===== src/design/ctrl_pkg.sv =====
`default_nettype none

package ctrl_pkg;

    typedef logic [22:0] user_addr_t;  // as presented by the user
    typedef logic [22:0] mem_addr_t;   // {row, bank, col}

    typedef enum logic [2:0] {
        IDLE,
        WAIT,
        REFRESH,
        ACTIVATE,
        PRECHARGE,
        READ,
        WRITE
    } ctrl_state_t;

    ////////////////////
    // prefetch line

    localparam int LINE_WORDS = 8;

    typedef logic [2:0]  line_idx_t;   // low column bits
    typedef logic [19:0] line_tag_t;   // mem addr without line_idx

endpackage

`default_nettype wire


===== src/design/sdram_pkg.sv =====
`default_nettype none

package sdram_pkg;

    ////////////////////
    // device commands

    // {cs, ras, cas, we} as seen on the pins
    typedef enum logic [3:0] {
        NOP       = 4'b0111,
        ACTIVE    = 4'b0011,
        READ      = 4'b0101,
        WRITE     = 4'b0100,
        PRECHARGE = 4'b0010,
        REFRESH   = 4'b0001
    } sdram_cmd_t;

    ////////////////////
    // device-side widths

    typedef logic [1:0]  bank_t;
    typedef logic [12:0] row_t;
    typedef logic [7:0]  col_t;
    typedef logic [12:0] pin_addr_t;
    typedef logic [31:0] word_t;

    ////////////////////
    // timing

    // cycles spent in WAIT, so the next command lands one cycle later
    localparam int T_ACT = 2;
    localparam int T_PRE = 2;
    localparam int T_REF = 6;

    localparam int CAS_LATENCY = 2; // READ on pins to word on dqi

endpackage

`default_nettype wire


===== src/design/bank_tracker.sv =====
`timescale 1ns/1ps
`default_nettype none

module bank_tracker (
    input  wire logic             clk,
    input  wire logic             rst,
    input  wire sdram_pkg::bank_t query_bank,
    input  wire sdram_pkg::row_t  query_row,
    output logic                  row_open,
    output logic                  row_hit,
    input  wire logic             act_stb,
    input  wire sdram_pkg::bank_t act_bank,
    input  wire sdram_pkg::row_t  act_row,
    input  wire logic             pre_stb,
    input  wire sdram_pkg::bank_t pre_bank,
    input  wire logic             pre_all
);

    localparam int NUM_BANKS = 2 ** $bits(sdram_pkg::bank_t);

    logic [NUM_BANKS-1:0] open_q;
    sdram_pkg::row_t      open_row [NUM_BANKS];

    always_ff @(posedge clk) begin
        if (rst) begin
            open_q <= '0;
        end else if (pre_all) begin
            open_q <= '0;
        end else begin
            if (pre_stb) open_q[pre_bank] <= 1'b0;
            if (act_stb) open_q[act_bank] <= 1'b1;
        end
    end

    always_ff @(posedge clk) begin
        if (act_stb) open_row[act_bank] <= act_row;
    end

    assign row_open = open_q[query_bank];
    assign row_hit  = open_q[query_bank] && (open_row[query_bank] == query_row);

endmodule

`default_nettype wire


===== src/design/prefetch_buffer.sv =====
`timescale 1ns/1ps
`default_nettype none

module prefetch_buffer (
    input  wire logic                clk,
    input  wire logic                rst,
    input  wire ctrl_pkg::mem_addr_t look_addr,
    output logic                     buf_hit,
    output sdram_pkg::word_t         buf_word,
    input  wire logic                line_start,
    input  wire ctrl_pkg::line_tag_t line_tag,
    input  wire logic                fill_stb,
    input  wire ctrl_pkg::line_idx_t fill_idx,
    input  wire sdram_pkg::word_t    fill_word,
    input  wire logic                line_done,
    input  wire logic                inval
);

    sdram_pkg::word_t    words [ctrl_pkg::LINE_WORDS];
    ctrl_pkg::line_tag_t tag_q;
    logic                valid_q;

    ctrl_pkg::line_tag_t look_tag;
    ctrl_pkg::line_idx_t look_idx;

    assign look_tag = look_addr[22:3];
    assign look_idx = look_addr[2:0];

    always_ff @(posedge clk) begin
        if (rst) begin
            valid_q <= 1'b0;
        end else if (inval || line_start) begin
            valid_q <= 1'b0;  // invalidate wins over a finishing fill
        end else if (line_done) begin
            valid_q <= 1'b1;
        end
    end

    always_ff @(posedge clk) begin
        if (line_start) tag_q <= line_tag;
        if (fill_stb) words[fill_idx] <= fill_word;
    end

    assign buf_hit  = valid_q && (tag_q == look_tag);
    assign buf_word = words[look_idx];  // also read on a miss, for the fill bypass

endmodule

`default_nettype wire


===== src/design/refresh_timer.sv =====
`timescale 1ns/1ps
`default_nettype none

module refresh_timer #(
    parameter int refresh_interval = 750
) (
    input  wire logic clk,
    input  wire logic rst,
    input  wire logic refresh_ack,
    output logic      refresh_due
);

    localparam int CNT_W = $clog2(refresh_interval + 1);

    logic [CNT_W-1:0] cnt;

    always_ff @(posedge clk) begin
        if (rst) begin
            cnt         <= '0;
            refresh_due <= 1'b0;
        end else begin
            if (cnt == CNT_W'(refresh_interval)) begin
                cnt         <= '0;
                refresh_due <= 1'b1;  // sticky until acked
            end else begin
                cnt <= cnt + 1'b1;
                if (refresh_ack) refresh_due <= 1'b0;
            end
        end
    end

endmodule

`default_nettype wire


===== src/design/request_queue.sv =====
`timescale 1ns/1ps
`default_nettype none

module request_queue (
    input  wire logic               clk,
    input  wire logic               rst,
    input  wire logic               in_valid,
    input  wire logic               rw,
    input  wire ctrl_pkg::user_addr_t user_addr,
    input  wire sdram_pkg::word_t   data_in,
    input  wire logic               take_req,
    output logic                    busy,
    output logic                    req_pending,
    output logic                    req_rw,
    output ctrl_pkg::mem_addr_t     req_addr,
    output sdram_pkg::word_t        req_data
);

    logic full;  // one entry held

    sdram_pkg::row_t  map_row;
    sdram_pkg::bank_t map_bank;
    sdram_pkg::col_t  map_col;

    // spread neighbouring user addresses over the banks
    assign map_row  = user_addr[22:10];
    assign map_bank = user_addr[8:7];
    assign map_col  = {user_addr[9], user_addr[6:0]};

    always_ff @(posedge clk) begin
        if (rst) begin
            full <= 1'b0;
        end else if (in_valid && !full) begin
            full <= 1'b1;
        end else if (take_req) begin
            full <= 1'b0;
        end
    end

    // payload, loaded only into an empty slot
    always_ff @(posedge clk) begin
        if (in_valid && !full) begin
            req_rw   <= rw;
            req_addr <= {map_row, map_bank, map_col};
            req_data <= data_in;
        end
    end

    assign busy        = full;
    assign req_pending = full;

endmodule

`default_nettype wire


===== src/design/sdram_cmd_fsm.sv =====
`timescale 1ns/1ps
`default_nettype none

module sdram_cmd_fsm #(
    parameter int read_delay = 4
) (
    input  wire logic                clk,
    input  wire logic                rst,
    input  wire logic                req_pending,
    input  wire logic                req_rw,
    input  wire ctrl_pkg::mem_addr_t req_addr,
    input  wire sdram_pkg::word_t    req_data,
    output logic                     take_req,
    input  wire logic                refresh_due,
    output logic                     refresh_ack,
    output sdram_pkg::bank_t         query_bank,
    output sdram_pkg::row_t          query_row,
    input  wire logic                row_open,
    input  wire logic                row_hit,
    output logic                     act_stb,
    output sdram_pkg::bank_t         act_bank,
    output sdram_pkg::row_t          act_row,
    output logic                     pre_stb,
    output sdram_pkg::bank_t         pre_bank,
    output logic                     pre_all,
    output ctrl_pkg::mem_addr_t      look_addr,
    input  wire logic                buf_hit,
    input  wire sdram_pkg::word_t    buf_word,
    output logic                     line_start,
    output ctrl_pkg::line_tag_t      line_tag,
    output logic                     fill_stb,
    output ctrl_pkg::line_idx_t      fill_idx,
    output sdram_pkg::word_t         fill_word,
    output logic                     line_done,
    output logic                     inval,
    output sdram_pkg::word_t         data_out,
    output logic                     out_valid,
    output logic                     sdram_cle,
    output logic                     sdram_cs,
    output logic                     sdram_ras,
    output logic                     sdram_cas,
    output logic                     sdram_we,
    output sdram_pkg::bank_t         sdram_ba,
    output sdram_pkg::pin_addr_t     sdram_a,
    output sdram_pkg::word_t         sdram_dqo,
    input  wire sdram_pkg::word_t    sdram_dqi
);

    ctrl_pkg::ctrl_state_t state_q, state_d, next_q, next_d;
    logic [2:0]            wait_cnt, wait_d;
    logic                  pre_all_q, pre_all_d;

    ctrl_pkg::mem_addr_t   addr_q;  // request in service
    logic                  rw_q;
    sdram_pkg::word_t      wdata_q;

    logic [3:0]            rd_step;  // column reads issued so far
    logic                  issue;
    logic                  last_fill;
    sdram_pkg::col_t       rd_col;
    logic [read_delay-1:0] rd_vld;
    ctrl_pkg::line_idx_t   rd_idx [read_delay];

    sdram_pkg::sdram_cmd_t cmd_q, cmd_d;
    sdram_pkg::bank_t      ba_d;
    sdram_pkg::pin_addr_t  a_d;
    sdram_pkg::word_t      dqo_d, dqi_q, dout_d;
    logic                  ov_d;

    // lookups use the queue head while idle, the held request otherwise
    assign query_bank = req_addr[9:8];
    assign query_row  = req_addr[22:10];
    assign look_addr  = (state_q == ctrl_pkg::IDLE) ? req_addr : addr_q;

    assign act_bank  = addr_q[9:8];
    assign act_row   = addr_q[22:10];
    assign pre_bank  = addr_q[9:8];
    assign line_tag  = addr_q[22:3];
    assign rd_col    = {addr_q[7:3], rd_step[2:0]};

    assign fill_stb  = rd_vld[read_delay-1];
    assign fill_idx  = rd_idx[read_delay-1];
    assign fill_word = dqi_q;
    assign last_fill = fill_stb && (fill_idx == ctrl_pkg::line_idx_t'(ctrl_pkg::LINE_WORDS - 1));

    always_comb begin
        state_d = state_q;
        next_d = next_q;
        wait_d = wait_cnt;
        pre_all_d = pre_all_q;
        cmd_d = sdram_pkg::NOP;
        ba_d = addr_q[9:8];
        a_d = '0;
        dqo_d = sdram_dqo;
        ov_d = 1'b0;
        dout_d = buf_word;
        take_req = 1'b0;
        refresh_ack = 1'b0;
        act_stb = 1'b0;
        pre_stb = 1'b0;
        pre_all = 1'b0;
        line_start = 1'b0;
        line_done = 1'b0;
        inval = 1'b0;
        issue = 1'b0;
        case (state_q)
            ctrl_pkg::IDLE: begin
                if (refresh_due) begin
                    refresh_ack = 1'b1;
                    pre_all_d = 1'b1;
                    next_d = ctrl_pkg::REFRESH;
                    state_d = ctrl_pkg::PRECHARGE;
                end else if (req_pending && !out_valid) begin  // keeps out_valid to 1 cycle
                    take_req = 1'b1;
                    if (!req_rw && buf_hit) begin
                        ov_d = 1'b1;  // answered from the line
                    end else begin
                        inval = req_rw;
                        if (row_hit) begin
                            state_d = req_rw ? ctrl_pkg::WRITE : ctrl_pkg::READ;
                        end else if (row_open) begin  // other row open in this bank
                            pre_all_d = 1'b0;
                            next_d = ctrl_pkg::ACTIVATE;
                            state_d = ctrl_pkg::PRECHARGE;
                        end else begin
                            state_d = ctrl_pkg::ACTIVATE;
                        end
                    end
                end
            end
            ctrl_pkg::WAIT: begin
                wait_d = wait_cnt - 1'b1;
                if (wait_cnt == 3'd1) state_d = next_q;
            end
            ctrl_pkg::PRECHARGE: begin
                cmd_d = sdram_pkg::PRECHARGE;
                a_d[10] = pre_all_q;
                pre_all = pre_all_q;
                pre_stb = !pre_all_q;
                wait_d = 3'(sdram_pkg::T_PRE);
                state_d = ctrl_pkg::WAIT;
            end
            ctrl_pkg::REFRESH: begin
                cmd_d = sdram_pkg::REFRESH;
                wait_d = 3'(sdram_pkg::T_REF);
                next_d = ctrl_pkg::IDLE;
                state_d = ctrl_pkg::WAIT;
            end
            ctrl_pkg::ACTIVATE: begin
                cmd_d = sdram_pkg::ACTIVE;
                a_d = addr_q[22:10];
                act_stb = 1'b1;
                wait_d = 3'(sdram_pkg::T_ACT);
                next_d = rw_q ? ctrl_pkg::WRITE : ctrl_pkg::READ;
                state_d = ctrl_pkg::WAIT;
            end
            ctrl_pkg::READ: begin
                if (rd_step < 4'(ctrl_pkg::LINE_WORDS)) begin
                    issue = 1'b1;
                    cmd_d = sdram_pkg::READ;
                    a_d = {3'b000, rd_col, 2'b00};
                    line_start = (rd_step == 4'd0);
                end
                if (last_fill) begin
                    line_done = 1'b1;
                    ov_d = 1'b1;
                    // requested word may be the one landing right now
                    dout_d = (fill_idx == addr_q[2:0]) ? fill_word : buf_word;
                    state_d = ctrl_pkg::IDLE;
                end
            end
            ctrl_pkg::WRITE: begin
                cmd_d = sdram_pkg::WRITE;
                a_d = {3'b000, addr_q[7:0], 2'b00};
                dqo_d = wdata_q;  // data rides with the command
                state_d = ctrl_pkg::IDLE;
            end
            default: state_d = ctrl_pkg::IDLE;
        endcase
    end

    ////////////////////
    // control state

    always_ff @(posedge clk) begin
        if (rst) begin
            state_q <= ctrl_pkg::IDLE;
            next_q <= ctrl_pkg::IDLE;
            wait_cnt <= '0;
            pre_all_q <= 1'b0;
            rd_step <= '0;
            rd_vld <= '0;
            out_valid <= 1'b0;
            cmd_q <= sdram_pkg::NOP;
            sdram_cle <= 1'b0;
        end else begin
            state_q <= state_d;
            next_q <= next_d;
            wait_cnt <= wait_d;
            pre_all_q <= pre_all_d;
            rd_step <= issue ? rd_step + 1'b1 : (state_q == ctrl_pkg::READ ? rd_step : 4'd0);
            rd_vld <= {rd_vld[read_delay-2:0], issue};
            out_valid <= ov_d;
            cmd_q <= cmd_d;
            sdram_cle <= 1'b1;
        end
    end

    ////////////////////
    // payload and pins

    always_ff @(posedge clk) begin
        if (take_req) begin
            addr_q <= req_addr;
            rw_q <= req_rw;
            wdata_q <= req_data;
        end
        rd_idx[0] <= rd_step[2:0];
        for (int i = 1; i < read_delay; i++) begin
            rd_idx[i] <= rd_idx[i-1];  // word index follows its read
        end
        if (ov_d) data_out <= dout_d;
        sdram_ba <= ba_d;
        sdram_a <= a_d;
        sdram_dqo <= dqo_d;
        dqi_q <= sdram_dqi;
    end

    assign sdram_cs  = cmd_q[3];
    assign sdram_ras = cmd_q[2];
    assign sdram_cas = cmd_q[1];
    assign sdram_we  = cmd_q[0];

endmodule

`default_nettype wire


===== src/design/sdram_ctrl_top.sv =====
`timescale 1ns/1ps
`default_nettype none

module sdram_ctrl_top #(
    parameter int refresh_interval = 750,
    parameter int read_delay       = sdram_pkg::CAS_LATENCY + 2  // pin and dqi registers
) (
    input  wire logic                 clk,
    input  wire logic                 rst,
    input  wire logic                 in_valid,
    input  wire logic                 rw,
    input  wire ctrl_pkg::user_addr_t user_addr,
    input  wire sdram_pkg::word_t     data_in,
    output logic                      busy,
    output sdram_pkg::word_t          data_out,
    output logic                      out_valid,
    output logic                      sdram_cle,
    output logic                      sdram_cs,
    output logic                      sdram_ras,
    output logic                      sdram_cas,
    output logic                      sdram_we,
    output sdram_pkg::bank_t          sdram_ba,
    output sdram_pkg::pin_addr_t      sdram_a,
    output sdram_pkg::word_t          sdram_dqo,
    input  wire sdram_pkg::word_t     sdram_dqi
);

    // queue to fsm
    logic                req_pending, req_rw, take_req;
    ctrl_pkg::mem_addr_t req_addr;
    sdram_pkg::word_t    req_data;

    logic refresh_due, refresh_ack;

    // bank table
    sdram_pkg::bank_t query_bank, act_bank, pre_bank;
    sdram_pkg::row_t  query_row, act_row;
    logic             row_open, row_hit, act_stb, pre_stb, pre_all;

    // prefetch line
    ctrl_pkg::mem_addr_t look_addr;
    ctrl_pkg::line_tag_t line_tag;
    ctrl_pkg::line_idx_t fill_idx;
    sdram_pkg::word_t    buf_word, fill_word;
    logic                buf_hit, line_start, fill_stb, line_done, inval;

    request_queue queue0 (
        .clk, .rst, .in_valid, .rw, .user_addr, .data_in, .take_req,
        .busy, .req_pending, .req_rw, .req_addr, .req_data
    );

    refresh_timer #(.refresh_interval(refresh_interval)) refresh0 (
        .clk, .rst, .refresh_ack, .refresh_due
    );

    bank_tracker banks0 (
        .clk, .rst, .query_bank, .query_row, .row_open, .row_hit,
        .act_stb, .act_bank, .act_row, .pre_stb, .pre_bank, .pre_all
    );

    prefetch_buffer buffer0 (
        .clk, .rst, .look_addr, .buf_hit, .buf_word, .line_start, .line_tag,
        .fill_stb, .fill_idx, .fill_word, .line_done, .inval
    );

    sdram_cmd_fsm #(.read_delay(read_delay)) fsm0 (
        .clk, .rst, .req_pending, .req_rw, .req_addr, .req_data, .take_req,
        .refresh_due, .refresh_ack,
        .query_bank, .query_row, .row_open, .row_hit,
        .act_stb, .act_bank, .act_row, .pre_stb, .pre_bank, .pre_all,
        .look_addr, .buf_hit, .buf_word, .line_start, .line_tag,
        .fill_stb, .fill_idx, .fill_word, .line_done, .inval,
        .data_out, .out_valid,
        .sdram_cle, .sdram_cs, .sdram_ras, .sdram_cas, .sdram_we,
        .sdram_ba, .sdram_a, .sdram_dqo, .sdram_dqi
    );

endmodule

`default_nettype wire


===== config.mk =====
export PLATFORM = sky130hd
export DESIGN_NAME = sdram_ctrl_top
export DESIGN_NICKNAME = d
export VERILOG_FILES = /design/src/design/ctrl_pkg.sv /design/src/design/sdram_pkg.sv /design/src/design/bank_tracker.sv /design/src/design/prefetch_buffer.sv /design/src/design/refresh_timer.sv /design/src/design/request_queue.sv /design/src/design/sdram_cmd_fsm.sv /design/src/design/sdram_ctrl_top.sv
export SDC_FILE = /design/constraint.sdc
export NUM_CORES = 1
export LEC_CHECK = 0
export CAP_MARGIN = 20
export CORE_AREA = 2 2 163 245
export CTS_BUF_LIST = sky130_fd_sc_hd__clkbuf_8 sky130_fd_sc_hd__clkbuf_16
export CTS_CLUSTER_DIAMETER = 40
export DETAILED_ROUTE_END_ITERATION = 7
export DIE_AREA = 0 0 165 247
export DONT_BUFFER_PORTS = 1
export HOLD_SLACK_MARGIN = 0.08
export PLACE_DENSITY_LB_ADDON = 0.15
export SLEW_MARGIN = 15
export SYNTH_ARGS = -nofsm -noshare
export SYNTH_HDL_FRONTEND = slang
export SYNTH_SLANG_ARGS = --single-unit

===== constraint.sdc =====
create_clock -name clk -period 4.7 [get_ports clk]
set_clock_uncertainty 0.15 [all_clocks]
set_input_delay 0.47 -clock clk [delete_from_list [all_inputs] [get_ports clk]]
set_output_delay 0.47 -clock clk [all_outputs]
set_load 0.03 [all_outputs]

== Yosys cells after proc, flatten, opt, wreduce, memory -nomap -nowiden ==
Memories as Yosys holds them, arrays and structs flattened. A register that Yosys moved wholly into a read port is not among the register bits.
Index checks and enable logic that the tools add are counted.
Storage, ports and cells
  input bits: 91
  memory bits (writable): 320
  output and inout bits: 86
  word-level logic and storage cells: 162
  memories: 3
  bits in registers: 284
Cells by class
  bitwise operators: 3
  muxes and demuxes: 74
  $lt $le $gt $ge: 4
  eq/ne operators: 21
  reductions and logical operators: 28
  $add $sub $neg: 3
Memory list
  buffer0.words: words 8, width 32, rd ports 1, clocked after memory_dff 0, wr ports 1, line prefetch_buffer.sv:19  | sdram_pkg::word_t words [ctrl_pkg::LINE_WORDS];
  banks0.open_row: words 4, width 13, rd ports 1, clocked after memory_dff 1, wr ports 1, line bank_tracker.sv:22  | sdram_pkg::row_t open_row [NUM_BANKS];
  fsm0.rd_idx: words 4, width 3, rd ports 4, clocked after memory_dff 0, wr ports 4, line sdram_cmd_fsm.sv:62  | ctrl_pkg::line_idx_t rd_idx [read_delay];
Operators by type and width (number)
  two-way mux 32 bit: 3
  two-way mux 1 bit: 37
  two-way mux 3 bit: 12
  one-hot mux 10 bit (3 select lines): 1
  two-way mux 4 bit: 6
  two-way mux 23 bit: 1
  == test 20 bit: 1
  one-hot mux 4 bit (5 select lines): 1
  one-hot mux 3 bit (3 select lines): 2
  == test 13 bit: 1
  == test 3 bit (second input constant): 4
  != test 3 bit (second input constant): 4
  one-hot mux 3 bit (4 select lines): 1
  adder 10 x 1 -> 10 bit (second input constant): 1
  == test 10 bit (second input constant): 1
  two-way mux 10 bit: 1
  AND reduction 5 bit: 2
  two-way mux 2 bit: 4
  nonzero test 2 bit: 4
  OR reduction 2 bit: 4
  logical AND 1 bit: 7
  == test 3 x 1 -> 1 bit (second input constant): 2
  == test 3 x 2 -> 1 bit (second input constant): 2
  < comparator 2 x 3 -> 1 bit (second input constant): 2
  other kinds (22): 29

== Logic depth before layout (Yosys ltp) ==
Gate-level depths: netlist (run 1).
  word-level depth: 11
  depth in mapped cells: 11
  mapped depth without buffers: 8

== Hierarchy ==
From an unflattened synthesis (run 1), not the netlist that was laid out.
Second synthesis, totals
  cell total of the unflattened synthesis: 1113
  area total of the unflattened synthesis: 22519.1 sq um
Modules (own cells, without submodules)
  prefetch_buffer: cells each 433, sequential area each 8308.0 sq um, instances 1, area each 10667.7 sq um
  sdram_cmd_fsm: cells each 446, sequential area each 5245.0 sq um, instances 1, area each 7284.5 sq um
  bank_tracker: cells each 114, sequential area each 1641.6 sq um, instances 1, area each 2299.7 sq um
  request_queue: cells each 61, sequential area each 1701.6 sq um, instances 1, area each 1729.2 sq um
  refresh_timer: cells each 59, sequential area each 220.2 sq um, instances 1, area each 538.0 sq um

== Worst setup path after synthesis (run 1) ==
No wires, ideal clock.
  path type: register to register
  start point: register fsm0.state_q[1]
  end point: register fsm0.pre_all_q
  buffers on the path: 2
  arrival time: 4.318 ns
  clock period less this slack: 4.600 ns
  required time: 4.419 ns
  stages on the path, launching flop included: 8
  slack: 0.100 ns
  library setup time: 0.131 ns
  path through: dfxtp_1 -> buf_6 -> nor3_2 -> clkbuf_1 -> nand2b_1 -> nor2_1 -> and4_1 -> nor3_1
On the way
  longest elaborated chain between the ends: 7
RTL lines
  start, declared: line sdram_cmd_fsm.sv:49  | ctrl_pkg::ctrl_state_t state_q, state_d, next_q, next_d;
  start signal, assigned: line sdram_cmd_fsm.sv:187  | state_q <= ctrl_pkg::IDLE;
  start signal, assigned: line sdram_cmd_fsm.sv:197  | state_q <= state_d;
  logical NOT 3 bit (*): line sdram_cmd_fsm.sv:73, sdram_cmd_fsm.sv:106
  two-way mux 23 bit: line sdram_cmd_fsm.sv:73  | assign look_addr = (state_q == ctrl_pkg::IDLE) ? req_addr : addr_q;
  == test 20 bit: line prefetch_buffer.sv:44  | assign buf_hit = valid_q && (tag_q == look_tag);
  logical AND 1 bit: line prefetch_buffer.sv:44
  logical AND 1 bit: line sdram_cmd_fsm.sv:115  | if (!req_rw && buf_hit) begin
  != test 2 bit (no line)
  AND reduction 5 bit (no line) (*)
  end signal, assigned: line sdram_cmd_fsm.sv:200  | pre_all_q <= pre_all_d;
  end, declared: line sdram_cmd_fsm.sv:51  | logic pre_all_q, pre_all_d;
Mark *: on every way between the ends. The rest lies on a longest branch, timed or not.
A chain may end at the register's enable or synchronous reset.

== Final worst setup path (run 1) ==
  start point: register fsm0.state_q[1]
  end point: register fsm0.data_out[22], enable pin
On the way
  longest elaborated chain between the ends: 9
  elaborated cells between the ends (all ways): 10
  those cells by class: 2 x eq/ne; 5 x mux; 3 x reduce/logical
RTL lines
  logical NOT 3 bit: line sdram_cmd_fsm.sv:73, sdram_cmd_fsm.sv:106
  two-way mux 23 bit: line sdram_cmd_fsm.sv:73
  == test 20 bit: line prefetch_buffer.sv:44
  logical AND 1 bit: line prefetch_buffer.sv:44
  logical AND 1 bit: line sdram_cmd_fsm.sv:115
  two-way mux 1 bit: line sdram_cmd_fsm.sv:115
  two-way mux 1 bit: line sdram_cmd_fsm.sv:113  | end else if (req_pending && !out_valid) begin
  two-way mux 1 bit: line sdram_cmd_fsm.sv:108  | if (refresh_due) begin
  one-hot mux 1 bit (2 select lines) (*): line sdram_cmd_fsm.sv:106  | case (state_q)
  net fsm0.ov_d: line sdram_cmd_fsm.sv:68  | logic ov_d;
  end signal, assigned: line sdram_cmd_fsm.sv:222  | if (ov_d) data_out <= dout_d;
  end, declared: line sdram_cmd_fsm.sv:36  | output sdram_pkg::word_t data_out,
The timed path passes the listed nets; every way through them passes the cells marked *.

==> results of run 1 <==
[state kept, by name, summed over array words and instances, names as in the netlist, 2 cells and up, named ones only]
| register | cells |
|---|---|
| banks0.open_q | 3 |
| banks0.open_row | 52 |
| buffer0.tag_q | 20 |
| buffer0.words | 256 |
| fsm0.addr_q | 23 |
| fsm0.cmd_q | 3 |
| fsm0.data_out | 32 |
| fsm0.fill_word | 32 |
| fsm0.next_q | 3 |
| fsm0.rd_idx | 12 |
| fsm0.rd_step | 4 |
| fsm0.rd_vld | 4 |
| fsm0.sdram_a | 13 |
| fsm0.sdram_ba | 2 |
| fsm0.sdram_dqo | 32 |
| fsm0.state_q | 3 |
| fsm0.wait_cnt | 3 |
| fsm0.wdata_q | 32 |
| queue0.req_addr | 23 |
| queue0.req_data | 32 |
| refresh0.cnt | 10 |
[stage by stage]
step	cells	setup slack (ns)
detailed placement	1634	1.095
floorplan	1146	0.1005
global placement	1634	1.094
finish	1828	1.077
CTS	1827	1.070
global route	1828	0.9344
[path summary, 6_finish.rpt]
| kind | to | from | depth (start not counted) |
|---|---|---|---|
| max | fsm0.data_out[22] | fsm0.state_q[1] | 7 |
| min | fsm0.rd_idx[3][1] | fsm0.rd_idx[2][1] | 0 |
| max reg2reg | fsm0.data_out[22] | fsm0.state_q[1] | 7 |
| min reg2reg | fsm0.rd_idx[3][1] | fsm0.rd_idx[2][1] | 0 |
[cells in the final DEF (no fill, tap or decap), types with 4 or more instances in the layout]
cell           count
nand4_1            7
xor2_1            21
a222oi_1           4
nor3_2             4
o21ai_0           13
and3_1             4
o31ai_1            4
a21oi_1           47
nor4_1             6
ha_1               6
or2_2              5
clkinv_2          13
nand3_1           10
mux4_2            76
inv_1             30
nor2_1            60
xnor2_1           28
mux2i_1           43
dfxtp_1          101
buf_4             28
nor3_1             8
or4_1              4
nand2_1           20
clkbuf_8           9
mux2i_4            4
clkbuf_16         57
or3_1              5
nand2b_1           9
nor2_4             7
a22o_1            10
bufinv_16          9
dlygate4sd3_1     90
edfxtp_1         504
nor2b_1           20
[where the power goes]
group	switching (mW)	internal, mW	leakage, nW	total (mW)
clock	1.92	2.85	1.00	4.76
sequential	0.275	6.21	5.41	6.49
combinational	1.21	1.15	2.21	2.36
total	3.40	10.2	8.63	13.6
[worst max-delay path, stage by stage (launching register included)]
cell	delay (ns)
dfxtp_1	0.32
or3_1	0.64
mux2i_4	0.30
xnor2_1	0.16
or4_1	0.51
or3_1	0.42
o31ai_4	0.18
buf_4	0.53
[metal layers]
| metal | global-route usage (%) | share of wire, % | up-vias |
|---|---|---|---|
| li1 | - | - | 4771 |
| met1 | 25.99 | 39 | 5453 |
| met2 | 38.58 | 53 | 302 |
| met3 | 3.807 | 4.6 | 95 |
| met4 | 8.286 | 3.3 | 2 |
| met5 | 0 | 0.030 | - |
[cell type report]
class / count / area, um^2 / share of cell area (%)
multi-input combinational: 476 / 4528 / 17.75
inverter: 24 / 90.09 / 0.3531
antenna: 1 / 2.502 / 0.009809
clock inverter: 37 / 427.9 / 1.677
timing repair buffer: 119 / 1131 / 4.434
clock buffer: 66 / 1550 / 6.077
sequential: 605 / 17160 / 67.25
tap: 500 / 625.6 / 2.452
[timing repair]
item,in CTS,in global routing
gates resized for setup,0,0
hold buffers,90,0
hold endpoints to repair,108,0
[kinds of logic after synthesis]
family | Yosys count | synth area share [%]
AO/OA/AOI/OAI | 109 | 3.250
XOR/XNOR | 49 | 1.966
adder cells (fa/ha/maj) | 6 | 0.3439
buffers and inverters | 65 | 1.250
flip-flops | 605 | 78.60
multiplexers | 126 | 10.21
other | 1 | 0.01718
AND/OR/NAND/NOR | 185 | 4.368
==> results_dict.tcl, run 1 <==
set metrics [dict create \
    synthFlopType "edfxtp_1" \
    ys_ff_latch 605 \
    power.leakage_nw 8.625 \
    insertion_delay_ns 0.59 \
    path_clk_slew_ns 0.06 \
    place_area_um2 22630 \
    grt_pass1_wl_um 65390 \
    vias_per_cell 5.811 \
    r2r_slack_ns 1.08 \
    area_delta_synth_final_pct 16.88 \
    netlist_instances 1146 \
    core_area_um2 38860 \
    p_per_area_nw_per_um2 533.5 \
    dr.pass1.iters 6 \
    synth-edff-count 504 \
    tightest_slew_ns 1.025 \
    worst_ep_required_time_ns 4.76 \
    detailed_place_hpwl_um 25700 \
    io_pins 177 \
    fin_area_um2 25510 \
    synth_top_cell_by_area "edfxtp_1" \
    fin_crit_sh_pct 77.09 \
    maxSlewViolCount 0 \
    clock_sinks 605 \
    grt_use_total_pct 21.60 \
    synthTopCellsByCount "edfxtp_1, dfxtp_1, mux4_2" \
    post-cts-setup-buffers 0 \
    die_h_um 247 \
    ys_warn_count 0 \
    setup_tns_ns 0 \
    cts_buffer_depth 3 \
    path_class "reg2reg" \
    cts_made_buffers 55 \
    wl_per_cell_um 23.58 \
    yosysTopAreaCellShare_pct 69.33 \
    outcome "complete, no violations" \
    cts-root-buf "clkbuf_16" \
    max_freq_mhz 276.0 \
    synth_cell_types 60 \
    rsz0062_at_grt "no" \
    die_w_um 165 \
    cts_tree "yes" \
    endpoint_kind "flip-flop" \
    drc 0 \
    fin_util_pct 65.65 \
    path_max_fanout 33 \
    yosysMostFrequentCell "edfxtp_1" \
    drive_gt1_share_pct 17.18 \
    gr-total-overflow 0 \
    vias 10620 \
    whs_ns 0.1777 \
    irDropWorstVdd_v 0.0004112 \
    fp-row-count 89 \
    place.gp.congestion 0.8533 \
    synth_nets 1243 \
    routed_wl_um 43110 \
    ant_nets 0 \
    start_util_pct 56.17 \
    grt_max_degree 65 \
    worstPathArrival_ns 3.68 \
    hold_violations 0 \
    netlist_area_um2 21830 \
    drtIter0Drc 837 \
    fillers 2598 \
    hold_path_class "reg2reg" \
    setup.worst_path.start_class "flip-flop" \
    fin_crit_ns 3.623 \
    final_nets 1378 \
    ys_top_cells_by_area "edfxtp_1, dfxtp_1, mux4_2" \
    drv_cap 0 \
    grt_pass1_vias 11250 \
    relSlewSlack_pct 31.51 \
    synth-async-reset-ratio_pct 0 \
    die-area_um2 40760 \
    antenna_found_initial 2 \
    power.total_mw 13.61 \
    finalSetupViolCount 0 \
    synth_seq_area_share_pct 78.60 \
    postSynthAreaPerCell_um2 19.05 \
    port_buffers 0 \
    htree_levels 2 \
]
Power figures use the tool's default switching activity.
==> run 2: changes to the inputs <==
==> constraint.sdc (replaced) <==
create_clock -name clk -period 3.1 [get_ports clk]
set_clock_uncertainty 0.15 [all_clocks]
set_input_delay 0.31 -clock clk [delete_from_list [all_inputs] [get_ports clk]]
set_output_delay 0.31 -clock clk [all_outputs]
set_load 0.03 [all_outputs]
==> results_dict.tcl, run 2 (synthesis results as in run 1) <==
set metrics [dict create \
    cts_made_buffers 56 \
    path_class "reg2reg" \
    outcome "complete, but fails checks" \
    rsz0062_at_grt "yes" \
    violations "setup timing" \
    startpoint "queue0.req_addr[22]" \
    irDropWorstVdd_v 0.0006049 \
    vias 10870 \
    worst_ep_required_time_ns 3.25 \
    maxSlewViolCount 0 \
    m1WireLength_um 16120 \
    tightest_slew_ns 0.6550 \
    finalSetupViolCount 32 \
    fin_crit_sh_pct 101.2 \
    cts_buffer_depth 3 \
    ant_nets 0 \
    relSlewSlack_pct 56.24 \
    path_max_fanout 8 \
    die-area_um2 40760 \
    routed_wl_um 44080 \
    gr-total-overflow 0 \
    wl_per_cell_um 23.33 \
    drv_cap 0 \
    seqCellArea_um2 17160 \
    core_area_um2 38860 \
    drtIter0Drc 835 \
    dr.pass1.iters 7 \
    grt_pass1_vias 11450 \
    place_inst 1685 \
    fillers 2536 \
    vias_per_cell 5.756 \
    worstPathArrival_ns 3.29 \
    regToRegStartpoint "queue0.req_addr[22]" \
    hold_path_class "in2reg" \
    hp-start "sdram_dqi[13]" \
    regMostFlops "buffer0.words" \
    die_w_um 165 \
    reg_top3 "buffer0.words (256), banks0.open_row (52)" \
    multi_input_area_um2 4623 \
    setup_ws_ns -0.03697 \
    fin_area_um2 26180 \
    start_util_pct 56.17 \
    post-place-ws_ns -0.1685 \
    insertion_delay_ns 0.58 \
    largest_reg_flops 256 \
    setup.worst_path.start_class "flip-flop" \
    layout_commonest_cell "edfxtp_1" \
    fp-row-count 89 \
    antenna_found_initial 4 \
    max_freq_mhz 318.8 \
    htree_levels 2 \
    endpoint_kind "flip-flop" \
    final_nets 1437 \
    power.leakage_nw 8.954 \
    clock_sinks 605 \
    place.gp.congestion 0.8866 \
    detailed_place_hpwl_um 26620 \
    die_h_um 247 \
    wl_met2_um 24130 \
    top_layer "met5" \
    hold_violations 0 \
    layout_common_cells "edfxtp_1, dfxtp_1, dlygate4sd3_1" \
    port_buffers 0 \
    grt_max_degree 65 \
    fin_crit_ns 3.137 \
    wl_met3_um 2151 \
    grt_use_total_pct 22.15 \
    drive_gt1_share_pct 21.14 \
    fin_cells 1889 \
    place_area_um2 23210 \
    io_pins 177 \
    grt_pass1_wl_um 66790 \
    drc 0 \
    cts-root-buf "clkbuf_16" \
    p_per_area_nw_per_um2 796.2 \
    path_clk_slew_ns 0.06 \
    area_delta_synth_final_pct 19.92 \
    cts_tree "yes" \
]
==> run 2: cell types whose count changed in the layout (fill, tap and decap cells not counted), moves of 4 or more <==
cell | previous run | this run
clkinv_4 | 0 | 4
buf_12 | 1 | 14
bufinv_16 | 9 | 5
inv_1 | 30 | 34
buf_4 | 28 | 67
clkbuf_8 | 9 | 4
==> run 2: power by group <==
part	switching, mW	internal [mW]	total, mW
Combinational	2.07	2.15	4.22
Clock	2.93	3.92	6.85
Sequential	0.350	9.42	9.77
==> run 2: path summary, 6_finish.rpt <==
check             slack [ns]  depth (start not counted)                 end
hold reg to reg         0.17                          0   fsm0.rd_idx[3][1]
setup reg to reg       -0.04                          9    fsm0.data_out[6]
setup / recovery       -0.04                          9    fsm0.data_out[6]
hold / removal          0.12                          1  fsm0.fill_word[13]
==> run 2: critical path, stage by stage, from the launching register on <==
cell       delay (ns)
edfxtp_1         0.40
xor2_1           0.19
a221oi_2         0.28
a21oi_2          0.11
or2_4            0.23
or4_1            0.47
or3_4            0.36
o31ai_4          0.31
buf_6            0.18
clkbuf_16        0.17
==> run 2: routing by layer <==
metal	GRT usage (%)	vias to the layer above
li1	-	4892
met1	25.64	5550
met2	40.38	329
met3	3.841	101
met4	9.028	2
met5	0	-
==> run 2: final cells by class <==
| type | count | area share (%) |
|---|---|---|
| Antenna cell | 3 | 0.02868 |
| Clock buffer | 62 | 5.755 |
| Clock inverter | 42 | 1.420 |
| Inverter | 24 | 0.3441 |
| Multi-Input combinational cell | 476 | 17.66 |
| Sequential cell | 605 | 65.54 |
| Tap cell | 500 | 2.390 |
| Timing Repair Buffer | 177 | 6.859 |
==> run 2: per-stage QoR <==
stage	TNS [ns]	power, mW	hold slack [ns]	util, %
floorplan	-13.45	12.67	0.1596	-
finish	-0.6510	20.84	0.1162	67.36
detailed placement	-5.331	14.03	0.1632	59.72
global route	-2.817	21.67	0.09822	67.35
global placement	-4.075	13.97	0.1601	59.72
CTS	-0.5501	20.97	0.08515	67.01
==> run 2: repair_timing <==
action	CTS	global route
endpoints found under the hold margin	130	0
hold buffers	90	0
pin swaps	1	10
gates cloned	1	2
setup endpoints to repair	33	42
buffers inserted	2	3
resized for setup	3	16
